--- config.mk ---
export PLATFORM = sky130hd
export DESIGN_NAME = qbus_cpu_if
export DESIGN_NICKNAME = d
export VERILOG_FILES = /design/src/hw/qbus_pkg.sv /design/src/hw/qbus_reply_timer.sv /design/src/hw/qbus_cycle_fsm.sv /design/src/hw/qbus_event_latch.sv /design/src/hw/qbus_dma_arbiter.sv /design/src/hw/qbus_data_path.sv /design/src/hw/qbus_cpu_if.sv
export SDC_FILE = /design/constraint.sdc
export NUM_CORES = 1
export LEC_CHECK = 0
export BUFFER_PORTS_ARGS = -buffer_cell sky130_fd_sc_hd__buf_2
export CORE_ASPECT_RATIO = 1.25
export CORE_MARGIN = 3
export CORE_UTILIZATION = 40
export DETAILED_ROUTE_END_ITERATION = 8
export PLACE_DENSITY_LB_ADDON = 0.1
export REMOVE_ABC_BUFFERS = 1
export SLEW_MARGIN = 10
export SYNTH_ARGS = -nofsm -noshare
export SYNTH_HDL_FRONTEND = slang
export SYNTH_SLANG_ARGS = --single-unit
--- constraint.sdc ---
create_clock -name c2 -period 2.9 [get_ports c2]
set_input_delay 0.29 -clock c2 [delete_from_list [all_inputs] [get_ports c2]]
set_output_delay 0.29 -clock c2 [all_outputs]
set_load 0.1 [all_outputs]
--- src/hw/qbus_pkg.sv ---
package qbus_pkg;

   localparam int AW           = 16;  // address and data width
   localparam int RPLY_TIMEOUT = 63;  // reply wait cycles before bus error
   localparam int TMR_W        = 6;   // reply timer width
   localparam int IRQ_W        = 4;   // interrupt request vector width

   // host operations
   typedef enum logic [2:0]
   {
      OP_READ       = 3'd0,           // word read
      OP_WRITE      = 3'd1,           // word write
      OP_WRITE_BYTE = 3'd2,           // byte write, lane from addr[0]
      OP_IACK       = 3'd3,           // interrupt vector read
      OP_FAST_READ  = 3'd4            // unaddressed status word, no bus cycle
   } bus_op_e;

   // service operations, one action per cycle
   typedef enum logic [2:0]
   {
      SVC_NONE      = 3'd0,
      SVC_CLR_INIT  = 3'd1,           // deassert peripheral init
      SVC_CLR_BERR  = 3'd2,           // clear bus error and refresh flag
      SVC_SET_RFSH  = 3'd3,           // set refresh flag
      SVC_SET_INIT  = 3'd4,           // assert peripheral init
      SVC_CLR_ACLO  = 3'd5,           // clear power fail latch
      SVC_CLR_EVNT  = 3'd6            // clear timer event latch
   } svc_op_e;

   // bus cycle fsm states
   typedef enum logic [2:0]
   {
      ST_IDLE       = 3'd0,
      ST_ADDR       = 3'd1,           // address phase, sync rises
      ST_DATA       = 3'd2,           // din/dout until rply or timeout
      ST_DONE       = 3'd3,           // strobe dropped, wait rply low
      ST_RELEASE    = 3'd4,           // sync low, response pulse
      ST_FAST       = 3'd5            // fast read response, bus untouched
   } cyc_state_e;

endpackage

--- src/hw/qbus_reply_timer.sv ---
`timescale 1ns/1ps

module qbus_reply_timer
(
   input  logic c2,
   input  logic dclo,
   input  logic tmr_run,          // high while waiting for rply
   output logic tmr_expired       // reply timeout reached
);

   logic [qbus_pkg::TMR_W-1:0] cnt;
   logic                       at_limit;

   assign at_limit = (cnt == qbus_pkg::TMR_W'(qbus_pkg::RPLY_TIMEOUT));

   always_ff @(posedge c2 or posedge dclo)
   begin
      if (dclo)
         cnt <= '0;
      else if (!tmr_run)
         cnt <= '0;                  // cleared between data phases
      else if (!at_limit)
         cnt <= cnt + 1'b1;          // saturate at the limit
   end

   assign tmr_expired = at_limit;

   // count holds at the limit and never wraps past it
   a_cnt_max: assert property (@(posedge c2) disable iff (dclo)
      (tmr_run && at_limit) |=> at_limit);

endmodule

--- src/hw/qbus_cycle_fsm.sv ---
`timescale 1ns/1ps

module qbus_cycle_fsm
(
   input  logic                       c2,
   input  logic                       dclo,
   input  logic                       req_valid,
   input  qbus_pkg::bus_op_e          req_op,
   input  logic [qbus_pkg::AW-1:0]    req_addr,
   input  logic [qbus_pkg::AW-1:0]    req_wdata,
   output logic                       req_ready,
   output logic                       rsp_valid,
   output logic                       rsp_err,
   input  logic                       bus_rply,
   input  logic                       bus_init,
   input  logic                       bus_free,   // no dma owner
   input  logic                       tmr_expired,
   output logic                       tmr_run,
   output logic                       bus_sync,
   output logic                       bus_din,
   output logic                       bus_dout,
   output logic                       bus_wtbt,
   output logic                       bus_iako,
   output logic                       cap_en,     // data path capture strobe
   output logic [1:0]                 ad_sel,     // 00 off, 01 addr, 10 wdata, 11 fast word
   output logic                       fsm_idle,
   output logic                       berr_set
);

   qbus_pkg::cyc_state_e state, state_nx;
   qbus_pkg::bus_op_e    op_q;                   // operation of the running cycle
   logic                 byte_q;                 // byte write flag
   logic                 err_q;                  // cycle ended on timeout
   logic                 accept;
   logic                 is_wr;
   logic                 is_rd;
   logic                 fast_req;
   logic                 timeout;

   assign accept   = req_valid & req_ready;
   assign fast_req = (req_op == qbus_pkg::OP_FAST_READ);
   assign is_wr    = (op_q == qbus_pkg::OP_WRITE) | byte_q;
   assign is_rd    = ~is_wr;                     // read and iack both use din
   assign timeout  = (state == qbus_pkg::ST_DATA) & ~bus_rply & tmr_expired;

   always_comb
   begin
      state_nx = state;
      case (state)
         qbus_pkg::ST_IDLE:
            if (accept)
               state_nx = fast_req ? qbus_pkg::ST_FAST : qbus_pkg::ST_ADDR;
         qbus_pkg::ST_ADDR:
            state_nx = qbus_pkg::ST_DATA;        // address phase is one cycle
         qbus_pkg::ST_DATA:
            if (bus_rply)
               state_nx = qbus_pkg::ST_DONE;
            else if (tmr_expired)
               state_nx = qbus_pkg::ST_RELEASE;  // no reply, abort
         qbus_pkg::ST_DONE:
            if (!bus_rply)
               state_nx = qbus_pkg::ST_RELEASE;
         default:
            state_nx = qbus_pkg::ST_IDLE;        // release and fast end here
      endcase
   end

   always_ff @(posedge c2 or posedge dclo)
   begin
      if (dclo)
      begin
         state  <= qbus_pkg::ST_IDLE;
         op_q   <= qbus_pkg::OP_READ;
         byte_q <= 1'b0;
         err_q  <= 1'b0;
      end
      else
      begin
         state <= state_nx;
         if (accept)
         begin
            op_q   <= req_op;
            byte_q <= (req_op == qbus_pkg::OP_WRITE_BYTE);
            err_q  <= 1'b0;                      // fresh status per request
         end
         else if (timeout)
            err_q <= 1'b1;
      end
   end

   assign fsm_idle  = (state == qbus_pkg::ST_IDLE);
   assign req_ready = fsm_idle & bus_free & ~bus_init;
   assign rsp_valid = (state == qbus_pkg::ST_RELEASE) | (state == qbus_pkg::ST_FAST);
   assign rsp_err   = rsp_valid & err_q;
   assign berr_set  = timeout;
   assign tmr_run   = (state == qbus_pkg::ST_DATA);  // timer counts data phase only

   assign bus_sync  = (state == qbus_pkg::ST_ADDR) | (state == qbus_pkg::ST_DATA) |
                      (state == qbus_pkg::ST_DONE);
   assign bus_din   = (state == qbus_pkg::ST_DATA) & is_rd;
   assign bus_dout  = (state == qbus_pkg::ST_DATA) & is_wr;
   assign bus_iako  = (state == qbus_pkg::ST_DATA) & (op_q == qbus_pkg::OP_IACK);
   assign bus_wtbt  = ((state == qbus_pkg::ST_ADDR) & is_wr) |   // write status
                      ((state == qbus_pkg::ST_DATA) & byte_q);   // byte status

   // slave data is valid while rply is high
   assign cap_en = (fsm_idle & accept & fast_req) |
                   ((state == qbus_pkg::ST_DATA) & is_rd & bus_rply);

   always_comb
   begin
      ad_sel = 2'b00;
      case (state)
         qbus_pkg::ST_IDLE: if (accept && fast_req) ad_sel = 2'b11;
         qbus_pkg::ST_ADDR: ad_sel = 2'b01;
         qbus_pkg::ST_DATA: if (is_wr) ad_sel = 2'b10;
         default:           ad_sel = 2'b00;
      endcase
   end

   a_strobe_excl: assert property (@(posedge c2) disable iff (dclo)
      !(bus_din && bus_dout));
   a_strobe_sync: assert property (@(posedge c2) disable iff (dclo)
      (bus_din || bus_dout) |-> bus_sync);
   // host keeps a stalled request unchanged
   a_req_hold: assert property (@(posedge c2) disable iff (dclo)
      (req_valid && !req_ready) |=> req_valid && $stable(req_op) &&
      $stable(req_addr) && $stable(req_wdata));

endmodule

--- src/hw/qbus_event_latch.sv ---
`timescale 1ns/1ps

module qbus_event_latch
(
   input  logic                       c2,
   input  logic                       dclo,
   input  qbus_pkg::svc_op_e          svc_op,
   input  logic                       berr_set,   // timeout from the fsm
   input  logic                       evnt,
   input  logic                       virq,
   input  logic                       halt,
   input  logic                       aclo,
   input  logic                       rfrq,
   output logic [qbus_pkg::IRQ_W-1:0] irq_req,
   output logic                       bus_init,
   output logic                       bus_dref,
   output logic                       berr_flag,
   output logic                       aclo_pend
);

   logic evnt_d, aclo_d, rfrq_d;          // edge detector history
   logic evnt_rq;                         // timer event latch
   logic aclo_rq;                         // power fail latch
   logic dref_rq;                         // refresh request latch
   logic init_st;
   logic dref_st;
   logic berr_st;

   always_ff @(posedge c2 or posedge dclo)
   begin
      if (dclo)
      begin
         evnt_d <= 1'b0;
         aclo_d <= 1'b0;
         rfrq_d <= 1'b0;
      end
      else
      begin
         evnt_d <= evnt;
         aclo_d <= aclo;
         rfrq_d <= rfrq;
      end
   end

   always_ff @(posedge c2 or posedge dclo)
   begin
      if (dclo)
      begin
         evnt_rq <= 1'b0;
         aclo_rq <= 1'b0;
         dref_rq <= 1'b0;
         init_st <= 1'b1;                 // peripherals held in reset
         dref_st <= 1'b0;
         berr_st <= 1'b0;
         irq_req <= '0;
      end
      else
      begin
         if (evnt && !evnt_d)
            evnt_rq <= 1'b1;
         else if (svc_op == qbus_pkg::SVC_CLR_EVNT)
            evnt_rq <= 1'b0;

         if (aclo && !aclo_d)
            aclo_rq <= 1'b1;
         else if (svc_op == qbus_pkg::SVC_CLR_ACLO)
            aclo_rq <= 1'b0;

         if (svc_op == qbus_pkg::SVC_SET_RFSH)
            dref_rq <= 1'b0;              // refresh taken
         else if (rfrq && !rfrq_d)
            dref_rq <= 1'b1;

         if (svc_op == qbus_pkg::SVC_SET_INIT)
            init_st <= 1'b1;
         else if (svc_op == qbus_pkg::SVC_CLR_INIT)
            init_st <= 1'b0;

         if (svc_op == qbus_pkg::SVC_SET_RFSH)
            dref_st <= 1'b1;
         else if (svc_op == qbus_pkg::SVC_CLR_BERR)
            dref_st <= 1'b0;

         if (init_st || svc_op == qbus_pkg::SVC_CLR_BERR)
            berr_st <= 1'b0;              // init wins over a late timeout
         else if (berr_set)
            berr_st <= 1'b1;

         irq_req <= {dref_rq, aclo_rq | halt, evnt_rq, virq};
      end
   end

   assign bus_init  = init_st;
   assign bus_dref  = dref_st;
   assign berr_flag = berr_st;
   assign aclo_pend = aclo_rq;

endmodule

--- src/hw/qbus_dma_arbiter.sv ---
`timescale 1ns/1ps

module qbus_dma_arbiter
(
   input  logic c2,
   input  logic dclo,
   input  logic bus_dmr,          // dma request from the master
   input  logic bus_sack,         // master has taken the bus
   input  logic fsm_idle,         // no cycle running, sync low
   input  logic bus_init,
   output logic bus_dmgo,         // grant
   output logic bus_free          // host may start cycles
);

   logic dmr_q;                   // registered request
   logic dma_own;                 // bus held by the master
   logic dmgo_q;

   always_ff @(posedge c2 or posedge dclo)
   begin
      if (dclo)
      begin
         dmr_q   <= 1'b0;
         dma_own <= 1'b0;
         dmgo_q  <= 1'b0;
      end
      else
      begin
         dmr_q   <= bus_dmr;
         dma_own <= dmr_q | bus_sack;   // drops a cycle after sack falls
         if (dmgo_q)
            dmgo_q <= ~bus_sack;        // grant ends once sack seen
         else
            dmgo_q <= dmr_q & fsm_idle & ~bus_init & ~bus_sack;
      end
   end

   assign bus_dmgo = dmgo_q;
   assign bus_free = ~(dmr_q | dma_own);

   // no grant while the fsm owns the bus
   a_dmgo_sync: assert property (@(posedge c2) disable iff (dclo)
      bus_dmgo |-> fsm_idle);

endmodule

--- src/hw/qbus_data_path.sv ---
`timescale 1ns/1ps

module qbus_data_path
(
   input  logic                    c2,
   input  logic                    dclo,
   input  logic                    req_valid,
   input  logic                    req_ready,
   input  logic [qbus_pkg::AW-1:0] req_addr,
   input  logic [qbus_pkg::AW-1:0] req_wdata,
   input  logic [1:0]              ad_sel,     // 00 off, 01 addr, 10 wdata, 11 fast word
   input  logic                    cap_en,
   input  logic [qbus_pkg::AW-1:0] bus_ad_in,
   input  logic                    berr_flag,
   input  logic                    aclo_pend,
   input  logic                    aclo,
   input  logic [1:0]              bsel,       // boot mode selector
   output logic [qbus_pkg::AW-1:0] bus_ad_out,
   output logic                    bus_ad_oe,
   output logic [qbus_pkg::AW-1:0] rsp_rdata
);

   logic [qbus_pkg::AW-1:0] addr_q;
   logic [qbus_pkg::AW-1:0] wdata_q;
   logic [qbus_pkg::AW-1:0] rd_q;
   logic [qbus_pkg::AW-1:0] fast_word;
   logic                    accept;

   assign accept    = req_valid & req_ready;
   assign fast_word = {{(qbus_pkg::AW-4){1'b0}}, aclo | aclo_pend, berr_flag, bsel};

   always_ff @(posedge c2)
   begin
      if (accept)
      begin
         addr_q  <= req_addr;
         wdata_q <= req_wdata;
      end
   end

   always_ff @(posedge c2 or posedge dclo)
   begin
      if (dclo)
         rd_q <= '0;
      else if (cap_en)
         rd_q <= (ad_sel == 2'b11) ? fast_word : bus_ad_in;
      else if (accept)
         rd_q <= '0;              // writes and timeouts answer zero
   end

   assign bus_ad_out = (ad_sel == 2'b01) ? addr_q  :
                       (ad_sel == 2'b10) ? wdata_q : '0;
   assign bus_ad_oe  = ad_sel[0] ^ ad_sel[1];   // drive for addr or wdata only
   assign rsp_rdata  = rd_q;

endmodule

--- src/hw/qbus_cpu_if.sv ---
`timescale 1ns/1ps

module qbus_cpu_if
(
   input  logic                       c2,
   input  logic                       dclo,
   input  logic                       req_valid,
   input  qbus_pkg::bus_op_e          req_op,
   input  logic [qbus_pkg::AW-1:0]    req_addr,
   input  logic [qbus_pkg::AW-1:0]    req_wdata,
   output logic                       req_ready,
   output logic                       rsp_valid,
   output logic [qbus_pkg::AW-1:0]    rsp_rdata,
   output logic                       rsp_err,
   input  qbus_pkg::svc_op_e          svc_op,
   output logic                       bus_sync,
   output logic                       bus_din,
   output logic                       bus_dout,
   output logic                       bus_wtbt,
   output logic                       bus_iako,
   output logic [qbus_pkg::AW-1:0]    bus_ad_out,
   output logic                       bus_ad_oe,
   output logic                       bus_init,
   output logic                       bus_dmgo,
   output logic                       bus_dref,
   input  logic [qbus_pkg::AW-1:0]    bus_ad_in,
   input  logic                       bus_rply,
   input  logic                       bus_dmr,
   input  logic                       bus_sack,
   input  logic                       evnt,
   input  logic                       virq,
   input  logic                       halt,
   input  logic                       aclo,
   input  logic                       rfrq,
   input  logic [1:0]                 bsel,
   output logic [qbus_pkg::IRQ_W-1:0] irq_req
);

   logic       tmr_run, tmr_expired;
   logic       cap_en;
   logic [1:0] ad_sel;
   logic       fsm_idle, bus_free;
   logic       berr_set, berr_flag, aclo_pend;

   qbus_cycle_fsm i_fsm
   (
      .c2(c2), .dclo(dclo),
      .req_valid(req_valid), .req_op(req_op), .req_addr(req_addr),
      .req_wdata(req_wdata), .req_ready(req_ready),
      .rsp_valid(rsp_valid), .rsp_err(rsp_err),
      .bus_rply(bus_rply), .bus_init(bus_init), .bus_free(bus_free),
      .tmr_expired(tmr_expired), .tmr_run(tmr_run),
      .bus_sync(bus_sync), .bus_din(bus_din), .bus_dout(bus_dout),
      .bus_wtbt(bus_wtbt), .bus_iako(bus_iako),
      .cap_en(cap_en), .ad_sel(ad_sel), .fsm_idle(fsm_idle), .berr_set(berr_set)
   );

   qbus_reply_timer i_timer
   (
      .c2(c2), .dclo(dclo), .tmr_run(tmr_run), .tmr_expired(tmr_expired)
   );

   qbus_event_latch i_events
   (
      .c2(c2), .dclo(dclo), .svc_op(svc_op), .berr_set(berr_set),
      .evnt(evnt), .virq(virq), .halt(halt), .aclo(aclo), .rfrq(rfrq),
      .irq_req(irq_req), .bus_init(bus_init), .bus_dref(bus_dref),
      .berr_flag(berr_flag), .aclo_pend(aclo_pend)
   );

   qbus_dma_arbiter i_arbiter
   (
      .c2(c2), .dclo(dclo), .bus_dmr(bus_dmr), .bus_sack(bus_sack),
      .fsm_idle(fsm_idle), .bus_init(bus_init),
      .bus_dmgo(bus_dmgo), .bus_free(bus_free)
   );

   qbus_data_path i_data
   (
      .c2(c2), .dclo(dclo),
      .req_valid(req_valid), .req_ready(req_ready),
      .req_addr(req_addr), .req_wdata(req_wdata),
      .ad_sel(ad_sel), .cap_en(cap_en), .bus_ad_in(bus_ad_in),
      .berr_flag(berr_flag), .aclo_pend(aclo_pend), .aclo(aclo), .bsel(bsel),
      .bus_ad_out(bus_ad_out), .bus_ad_oe(bus_ad_oe), .rsp_rdata(rsp_rdata)
   );

endmodule

; Word-level counts from Yosys, hierarchy flattened
; Cells that the tools add are included.
[totals]
out_inout_bits = 48
inputBits = 67
register_bits = 78
elab_cells = 126
[classes]
mux = 30
bitwise = 33
reduce_logical = 18
addsub = 1
eq_ne = 23
[ops]
columns = op, count
row1 = two-way mux 16 bit, 5
row2 = "== test 3 x 2 -> 1 bit, second input constant", 6
row3 = "== test 3 bit, second input constant", 6
row4 = bitwise AND 1 bit, 17
row5 = nonzero test 2 bit, 8
row6 = two-way mux 3 bit, 5
row7 = two-way mux 1 bit, 14
row8 = two-way mux 6 bit, 2
row9 = case mux 3 bit (4 select lines), 1
row10 = bitwise OR 1 bit, 10
row11 = "== test 3 x 1 -> 1 bit, second input constant", 3
row12 = "adder 6 x 1 -> 6 bit, second input constant", 1
row13 = "== test 6 bit, second input constant", 1
row14 = "!= test 2 bit, second input constant", 3
row15 = case mux 2 bit (3 select lines), 1
row16 = NOT 1 bit, 5
row17 = "== test 2 bit, second input constant", 2
row18 = logical AND 1 bit, 4
row19 = two-way mux 2 bit, 2
row20 = logical NOT 1 bit, 3
row21 = logical NOT 3 bit, 1
row22 = "!= test 3 bit, second input constant", 1
row23 = AND reduction 3 bit, 1
row24 = "== test 2 x 1 -> 1 bit, second input constant", 1
row25 = other kinds (2), 2

; Depth between registers and ports, before layout
; Gate-level depths: netlist of the first run.
[logic_depth]
ltp_word = 11
depth_mapped = 11

; By module
; Synthesis of the first run repeated with hierarchy kept, for this count alone.
[unflattened]
cells_unflattened = 258
area_unflattened_um2 = 3280.6
[by_module_without_submodules]
columns = module, instances, area_each_um2, cells_each, seq_area_each_um2
row1 = qbus_data_path, 1, 1896.8, 135, 1361.3
row2 = qbus_cycle_fsm, 1, 509.2, 53, 200.2
row3 = qbus_event_latch, 1, 459.2, 31, 326.6
row4 = qbus_reply_timer, 1, 310.3, 30, 150.1
row5 = qbus_dma_arbiter, 1, 105.1, 9, 75.1

; Least setup slack after synthesis of the first run
; Ideal clock, no wire load.
[synth_path]
path_kind = register to output
startpoint = reg i_events.init_st, in the netlist i_events.bus_init
endpoint = out bus_ad_out[12] (netlist name)
path_slack_ps = -1308
path_stages_with_launch = 8
path_buffers = 1
t_required_ps = 2610
arrival_ps = 3918
path_cell_list = dfstp_2 nor4_4 nand3_1 o21a_1 inv_1 ha_1 clkbuf_1 o21ai_0
[synth_via]
elab_chain_cells = 9
[synth_rtl]
columns = item, line
row1 = start: declaration, qbus_event_latch.sv:25  ; logic init_st;
row2 = start signal: assignment, qbus_event_latch.sv:52  ; init_st <= 1'b1;
row3 = start signal: assignment, qbus_event_latch.sv:75  ; init_st <= 1'b1;
row4 = start signal: assignment, qbus_event_latch.sv:77  ; init_st <= 1'b0;
row5 = NOT 1 bit (*), qbus_cycle_fsm.sv:92  ; assign req_ready = fsm_idle & bus_free & ~bus_init;
row6 = bitwise AND 1 bit (*), qbus_cycle_fsm.sv:92
row7 = bitwise AND 1 bit (*), qbus_cycle_fsm.sv:40  ; assign accept = req_valid & req_ready;
row8 = logical AND 1 bit (*), qbus_cycle_fsm.sv:114  ; qbus_pkg::ST_IDLE: if (accept && fast_req) ad_sel = 2'b11;
row9 = two-way mux 2 bit (*), qbus_cycle_fsm.sv:114
row10 = case mux 2 bit (3 select lines) (*), qbus_cycle_fsm.sv:113  ; case (state)
row11 = == test 2 bit, qbus_data_path.sv:52  ; (ad_sel == 2'b10) ? wdata_q : '0;
row12 = two-way mux 16 bit, qbus_data_path.sv:52
row13 = two-way mux 16 bit (*), qbus_data_path.sv:51  ; assign bus_ad_out = (ad_sel == 2'b01) ? addr_q :
row14 = end: declaration, qbus_cpu_if.sv:21  ; output logic [qbus_pkg::AW-1:0] bus_ad_out,
; Every way passes the cells marked *; elsewhere a longest branch is shown, timed or not.

; Worst setup path after layout of the first run
[layout_path]
startpoint = reg i_fsm.state[2]
endpoint = out bus_ad_out[13] (netlist name)
[layout_via]
elab_chain_cells = 10
[layout_rtl]
columns = item, line
row1 = start: declaration, qbus_cycle_fsm.sv:30  ; qbus_pkg::cyc_state_e state, state_nx;
row2 = start signal: assignment, qbus_cycle_fsm.sv:72  ; state <= qbus_pkg::ST_IDLE;
row3 = start signal: assignment, qbus_cycle_fsm.sv:79  ; state <= state_nx;
row4 = logical NOT 3 bit, "qbus_cycle_fsm.sv:91, qbus_cycle_fsm.sv:113"
row5 = bitwise AND 1 bit (2 in series), qbus_cycle_fsm.sv:92
row6 = bitwise AND 1 bit, qbus_cycle_fsm.sv:40
row7 = logical AND 1 bit, qbus_cycle_fsm.sv:114
row8 = two-way mux 2 bit, qbus_cycle_fsm.sv:114
row9 = case mux 2 bit (3 select lines) (*), qbus_cycle_fsm.sv:113
row10 = == test 2 bit, qbus_data_path.sv:52
row11 = two-way mux 16 bit, qbus_data_path.sv:52
row12 = two-way mux 16 bit (*), qbus_data_path.sv:51
; Marks and branches as above.

==> flow_summary_export.csv, run 1 <==
group,metric,value,unit
hold_path,hp-class,"input port to flip-flop",
clocking,cts.clk_slew.worst_paths,80,ps
finish,final-seq-area,0.002115,mm2
drt,drc_errors,0,
placed_design,place_area,0.004073,mm2
yosys,synth_seq_area_share,66.44,%
drt,via_count,2224,
finish,areaGrowthSynthToFinish,36.35,%
floorplan,die_y,105.7,um
yosys,synthFlopType,"dfrtp_1",
timing,whs,57.14,ps
timing,drv_slew,0,
worst_setup_path,worstPathArrival,2420,ps
finish,stdcell_area,0.004337,mm2
placed_design,io_buffers,114,
floorplan,ios,115,
timing,fin_ws,185.2,ps
global_routing,grt.total_usage,14.91,%
drt,drtPass1Iterations,4,
timing,final_hold_viol_count,0,
timing,finalCriticalPeriod,2715,ps
clocking,cts_max_path_buffers,2,
floorplan,die-width,85.76,um
timing,fmax,0.3684,GHz
job,maxCapViolCount,0,
global_routing,grt.overflow.total,0,
clocking,clk_latency,340,ps
drt,totalWireLength,6511,um
finish,nFillCells,664,
yosys,async_flop_share,58.97,%
placed_design,routabilityCongestion,0.7581,
drt,ant_nets,0,
timing,tightest_slew,919.9,ps
yosys,ys_ff_latch,78,
finish,final_cell_mix,"buf_2, dfrtp_1, edfxtp_1",
finish,antenna_cells,0,
finish,final_layout_size_suffix_gt1_share,44.63,%
finish,nNetsFinal,429,
timing,rsz0062_at_grt,"no",
yosys,syn_area,0.003181,mm2
clocking,cts_sinks,78,
yosys,yosysWarnings,0,
power,irDropWorstVdd,0.7867,mV
yosys,syn-instance-count,235,
worst_setup_path,crit_type,"flip-flop to output pin",
power,p_leak,1.953,nW
yosys,synth_cell_types,45,
timing,fin_skew,11.12,ps
timing,setup_viol,0,
drt,wl_per_cell,14.31,um
timing,fin_crit_sh,93.61,%
finish,utilization,57.57,%
yosys,avgSynthCellArea,13.53,um2
clocking,cts_root_buffer,"clkbuf_8",
worst_setup_path,startpoint_type,"flip-flop",
worst_setup_path,rrSetupSlack,540,ps
finish,final_common_cell,"buf_2",
floorplan,row_count,35,
worst_setup_path,path_max_fanout,22,
drt,drt_iter0_drc,62,
placed_design,dp_slack,232.2,ps
global_routing,grt_max_degree,47,
worst_setup_path,critical_path.endpoint_type,"output pin",
clocking,numCtsBuffers,9,
floorplan,core-area,0.007532,mm2
drt,via_per_inst,4.888,
floorplan,die-area,0.009064,mm2
worst_setup_path,required,2610,ps
timing,setup_tns,0,ps
finish,multi_input_area,975.9,um2
timing,slew_headroom,38.59,%
power,powerDensity,1118,mW/mm2
outcome,run_status,"finished, final reports clean",
clocking,cts_htree_levels,3,
placed_design,dp_hpwl,4898,um
floorplan,start_util,42.23,%
yosys,synth_edf_count,32,
clocking,cts_tree,"done",
global_routing,antenna_found_initial,0,
global_routing,grt_pass1_vias,2172,
global_routing,grt_pass1_wl,10440,um
## where the power goes
| part | internal, W | switching (W) | leakage (nW) |
|---|---|---|---|
| sequential | 0.00133 | 0.000145 | 0.855 |
| combinational | 0.000608 | 0.00189 | 0.987 |
| clock | 0.000479 | 0.000391 | 0.111 |
## cell usage after synthesis (all sizes together) (4+ instances only)
cell type | count | share of area [%]
a21oi | 6 | 1.1
a22o | 22 | 6.3
buf | 6 | 1.9
dfrtp | 45 | 35
edfxtp | 32 | 30
ha | 4 | 1.6
inv | 11 | 1.3
mux2i | 5 | 1.6
nand2 | 21 | 2.6
nor2 | 12 | 1.4
nor3b | 6 | 1.6
o21ai | 16 | 2.5
o2bb2ai | 5 | 1.6
## logic make-up (layout without fill, tap and decap cells)
logic type | after synthesis | after routing | synth area share (%)
adder cells (fa/ha/maj) | 4 | 4 | 1.574
AO/OA/AOI/OAI | 62 | 62 | 14.52
buffers and inverters | 20 | 148 | 3.540
XOR/XNOR | 2 | 2 | 0.5508
AND/OR/NAND/NOR | 62 | 62 | 11.09
flip-flops | 78 | 78 | 66.44
multiplexers | 7 | 7 | 2.282
## repair_timing
item,4_1_cts,5_1_grt
hold buffers,0,0
hold endpoints to repair,0,0
setup buffers,1,1
endpoints found under the setup margin,16,16
pin swaps,1,1
gates resized for setup,8,5
## registers in the layout, summed over array words and instances (netlist names), 3 cells and up
name / count
i_data.rsp_rdata: 16
i_timer.cnt: 6
i_fsm.op_q: 3
i_data.addr_q: 16
i_fsm.state: 3
i_events.irq_req: 4
i_data.wdata_q: 16
## final timing paths
check | from | endpoint | cells after the start
min | virq | i_events.irq_req[0] | 1
max | i_fsm.state[2] | bus_ad_out[13] | 9
min in group asynchronous | dclo | i_events.irq_req[0] | 2
max in group asynchronous | dclo | i_fsm.state[1] | 2
max reg2reg | i_fsm.state[2] | i_data.rsp_rdata[10] | 8
min reg2reg | i_events.evnt_rq | i_events.irq_req[1] | 0
## cell type report
type                            instances  area share [%]
Inverter                               11          0.9521
Clock inverter                          5           1.471
Multi-Input combinational cell        137           22.50
Sequential cell                        78           48.76
Timing Repair Buffer                  121           19.91
Clock buffer                           11           3.751
Tap cell                               92           2.654
## per-layer routing
layer,vias up,track usage [%],routed length [um]
li1,1108,-,-
met1,1022,19.38,2849
met2,86,23.50,3121
met3,8,3.518,467
met4,0,6.787,73
met5,-,0,0
## metrics by stage
stage	power [W]	cells
final	0.004847	455
after global placement	0.003973	437
after detailed placement	0.003992	437
after global routing	0.005064	455
after floorplan	0.003489	226
after CTS	0.004893	454
## critical path, cell delays in order (launching register included)
cell     delay, ps
dfrtp_1        490
nor4_4         320
nand3_2        160
o21a_1         160
inv_1           80
ha_1           170
buf_4          250
nand2_1         90
o21ai_1        160
buf_12         210
No activity file was read; power rests on OpenSTA's default activity.
==> run 2, diff against run 1 <==
--- a/config.mk
+++ b/config.mk
@@ -5,10 +5,11 @@
 export SDC_FILE = /design/constraint.sdc
 export NUM_CORES = 1
 export LEC_CHECK = 0
+export ABC_AREA = 1
 export BUFFER_PORTS_ARGS = -buffer_cell sky130_fd_sc_hd__buf_2
 export CORE_ASPECT_RATIO = 1.25
 export CORE_MARGIN = 3
-export CORE_UTILIZATION = 40
+export CORE_UTILIZATION = 49
 export DETAILED_ROUTE_END_ITERATION = 8
 export PLACE_DENSITY_LB_ADDON = 0.1
 export REMOVE_ABC_BUFFERS = 1
==> flow_summary_export.csv, run 2 <==
group,metric,value,unit
outcome,run_status,"finished, final reports clean",
worst_setup_path,required,2610,ps
placed_design,place_inst,541,
worst_setup_path,worstPathArrival,2380,ps
timing,whs,53.95,ps
clocking,cts_htree_levels,3,
global_routing,grt_max_degree,47,
drt,drtPass1Iterations,4,
timing,fin_crit_sh,92.03,%
placed_design,dp_hpwl,5530,um
yosys,avgSynthCellArea,9.691,um2
worst_setup_path,crit_type,"flip-flop to output pin",
yosys,ys_ff_latch,78,
drt,drc_errors,0,
yosys,async_flop_share,58.97,%
yosys,synth_edf_count,32,
worst_setup_path,path_max_fanout,8,
hold_path,hold_path.startpoint,"virq",
yosys,syn_area,0.003353,mm2
finish,final_layout_size_suffix_gt1_share,32.27,%
floorplan,ios,115,
global_routing,grt.overflow.total,0,
worst_setup_path,startpoint_type,"flip-flop",
clocking,cts_root_buffer,"clkbuf_8",
drt,totalWireLength,7459,um
worst_setup_path,worstSetupStartpoint,"i_fsm.state[2]",
timing,tightest_slew,941.5,ps
yosys,syn-instance-count,346,
timing,fmax,0.3747,GHz
placed_design,dp_slack,289.1,ps
floorplan,core-area,0.006606,mm2
timing,fin_skew,7.264,ps
drt,via_per_inst,4.799,
worst_setup_path,worstReg2RegStart,"i_fsm.state[2]",
yosys,synth_top_area_share,33.58,%
worst_setup_path,critical_path.endpoint_type,"output pin",
yosys,yosysWarnings,0,
yosys,synth_cell_types,24,
yosys,synth_seq_area_share,63.02,%
yosys,synthFlopType,"dfrtp_1",
timing,rsz0062_at_grt,"no",
drt,drt_iter0_drc,139,
finish,final_common_cell,"buf_2",
yosys,yosys.area.top_type,"dfrtp_1",
global_routing,grt.total_usage,20.31,%
hold_path,hp-class,"input port to flip-flop",
floorplan,row_count,33,
drt,via_count,2678,
global_routing,grt_pass1_vias,2602,
timing,setup_tns,0,ps
floorplan,start_util,50.76,%
finish,antenna_cells,0,
timing,setup_viol,0,
placed_design,io_buffers,114,
timing,fin_ws,231.0,ps
finish,fin_cells,558,
global_routing,antenna_found_initial,0,
timing,slew_headroom,37.14,%
yosys,ys_top_cells_by_count,"nand2_1, dfrtp_1, nand3_1, inv_1, edfxtp_1",
timing,drv_slew,0,
drt,wl_per_cell,13.37,um
finish,final_cell_mix,"buf_2, nand2_1, nand3_1, dfrtp_1, inv_1",
yosys,synthTopCellsByArea,"dfrtp_1, edfxtp_1, nand2_1",
clocking,cts_hold_buf,0,
placed_design,routabilityCongestion,0.8089,
clocking,cts_tree,"done",
timing,finalCriticalPeriod,2669,ps
finish,areaGrowthSynthToFinish,33.21,%
clocking,cts.clk_slew.worst_paths,80,ps
floorplan,die_y,98.49,um
finish,nNetsFinal,537,
clocking,cts_max_path_buffers,2,
floorplan,die-area,0.007878,mm2
clocking,numCtsBuffers,9,
yosys,synth_most_common_cell,"nand2_1",
clocking,clk_latency,340,ps
drt,ant_nets,0,
clocking,cts_sinks,78,
global_routing,grt_pass1_wl,12320,um
timing,final_hold_viol_count,0,
job,maxCapViolCount,0,
floorplan,die-width,79.99,um
==> run 2: cell count changes in the layout (fill, tap and decap cells not counted), sizes merged, moves of 5 or more <==
cell,delta
nand2,+76
nand3,+43
inv,+30
a22o,-22
nor2,+20
nor3b,-6
mux2i,-5
o2bb2ai,-5
==> run 2: final timing paths <==
check                                      end  slack [ps]  depth (start not counted)
max in group asynchronous       i_timer.cnt[0]        2150                          2
hold reg to reg            i_events.irq_req[1]         380                          0
min in group asynchronous  i_data.rsp_rdata[6]         160                          2
setup / recovery                bus_ad_out[15]         230                         10
hold / removal             i_events.irq_req[0]          50                          1
setup reg to reg           i_data.rsp_rdata[2]         690                          9
==> run 2: layer usage <==
layer | vias up | global-route usage, % | wire length (um)
met2 | 92 | 32.46 | 3685
met5 | - | 0 | 0
met3 | 7 | 6.581 | 642
met4 | 0 | 5.462 | 67
met1 | 1231 | 26.80 | 3064
li1 | 1348 | - | -
==> run 2: cells by family (layout without fill, tap and decap cells) <==
kind of cell,count (synthesis),count (layout),synth area share (%)
and+or+nand+nor,181,181,23.66
AOI/OAI and AO/OA,22,22,3.396
xor gates and xnor gates,4,4,1.045
adders and majority gates,4,4,1.493
muxes,3,3,1.007
DFF,78,78,63.02
buffers and inverters,54,179,6.380
==> run 2: area by class of cell <==
type	instances	area (um2)
fill	552	2140
sequential	78	2113
multi-input combinational	214	1035
timing repair buffer	119	852.1
inverter	43	165.2
clock buffer	11	152.6
tap	87	108.9
clock inverter	5	32.53
timing repair inverter	1	7.507
==> run 2: what timing repair did <==
item	in CTS	in global routing
setup endpoints to repair	16	16
gates cloned	0	1
buffers inserted	0	0
hold endpoints to repair	0	0
gates resized for setup	2	5
pin swaps	0	0
==> run 2: critical path, stage by stage (launching register included) <==
cell and delay [ps]:
dfrtp_1 430, nor2_1 150, nand2_1 130, nor2_4 150, nand3_2 130, nand2_1 150, ha_2 280, clkinvlp_4 220
nand3_1 130, nand2_1 90, buf_12 170
==> run 2: stage by stage <==
step	util (%)	cell area (um2)
2_1_floorplan	-	3301
3_3_place_gp	64.45	4258
3_5_place_dp	64.45	4258
4_1_cts	67.35	4449
5_1_grt	67.61	4467
6_report	67.61	4467
Power of run 2 is left out: the tool's default activity adds up to more than one toggle a clock period on the data nets, which glitch-free logic cannot reach.
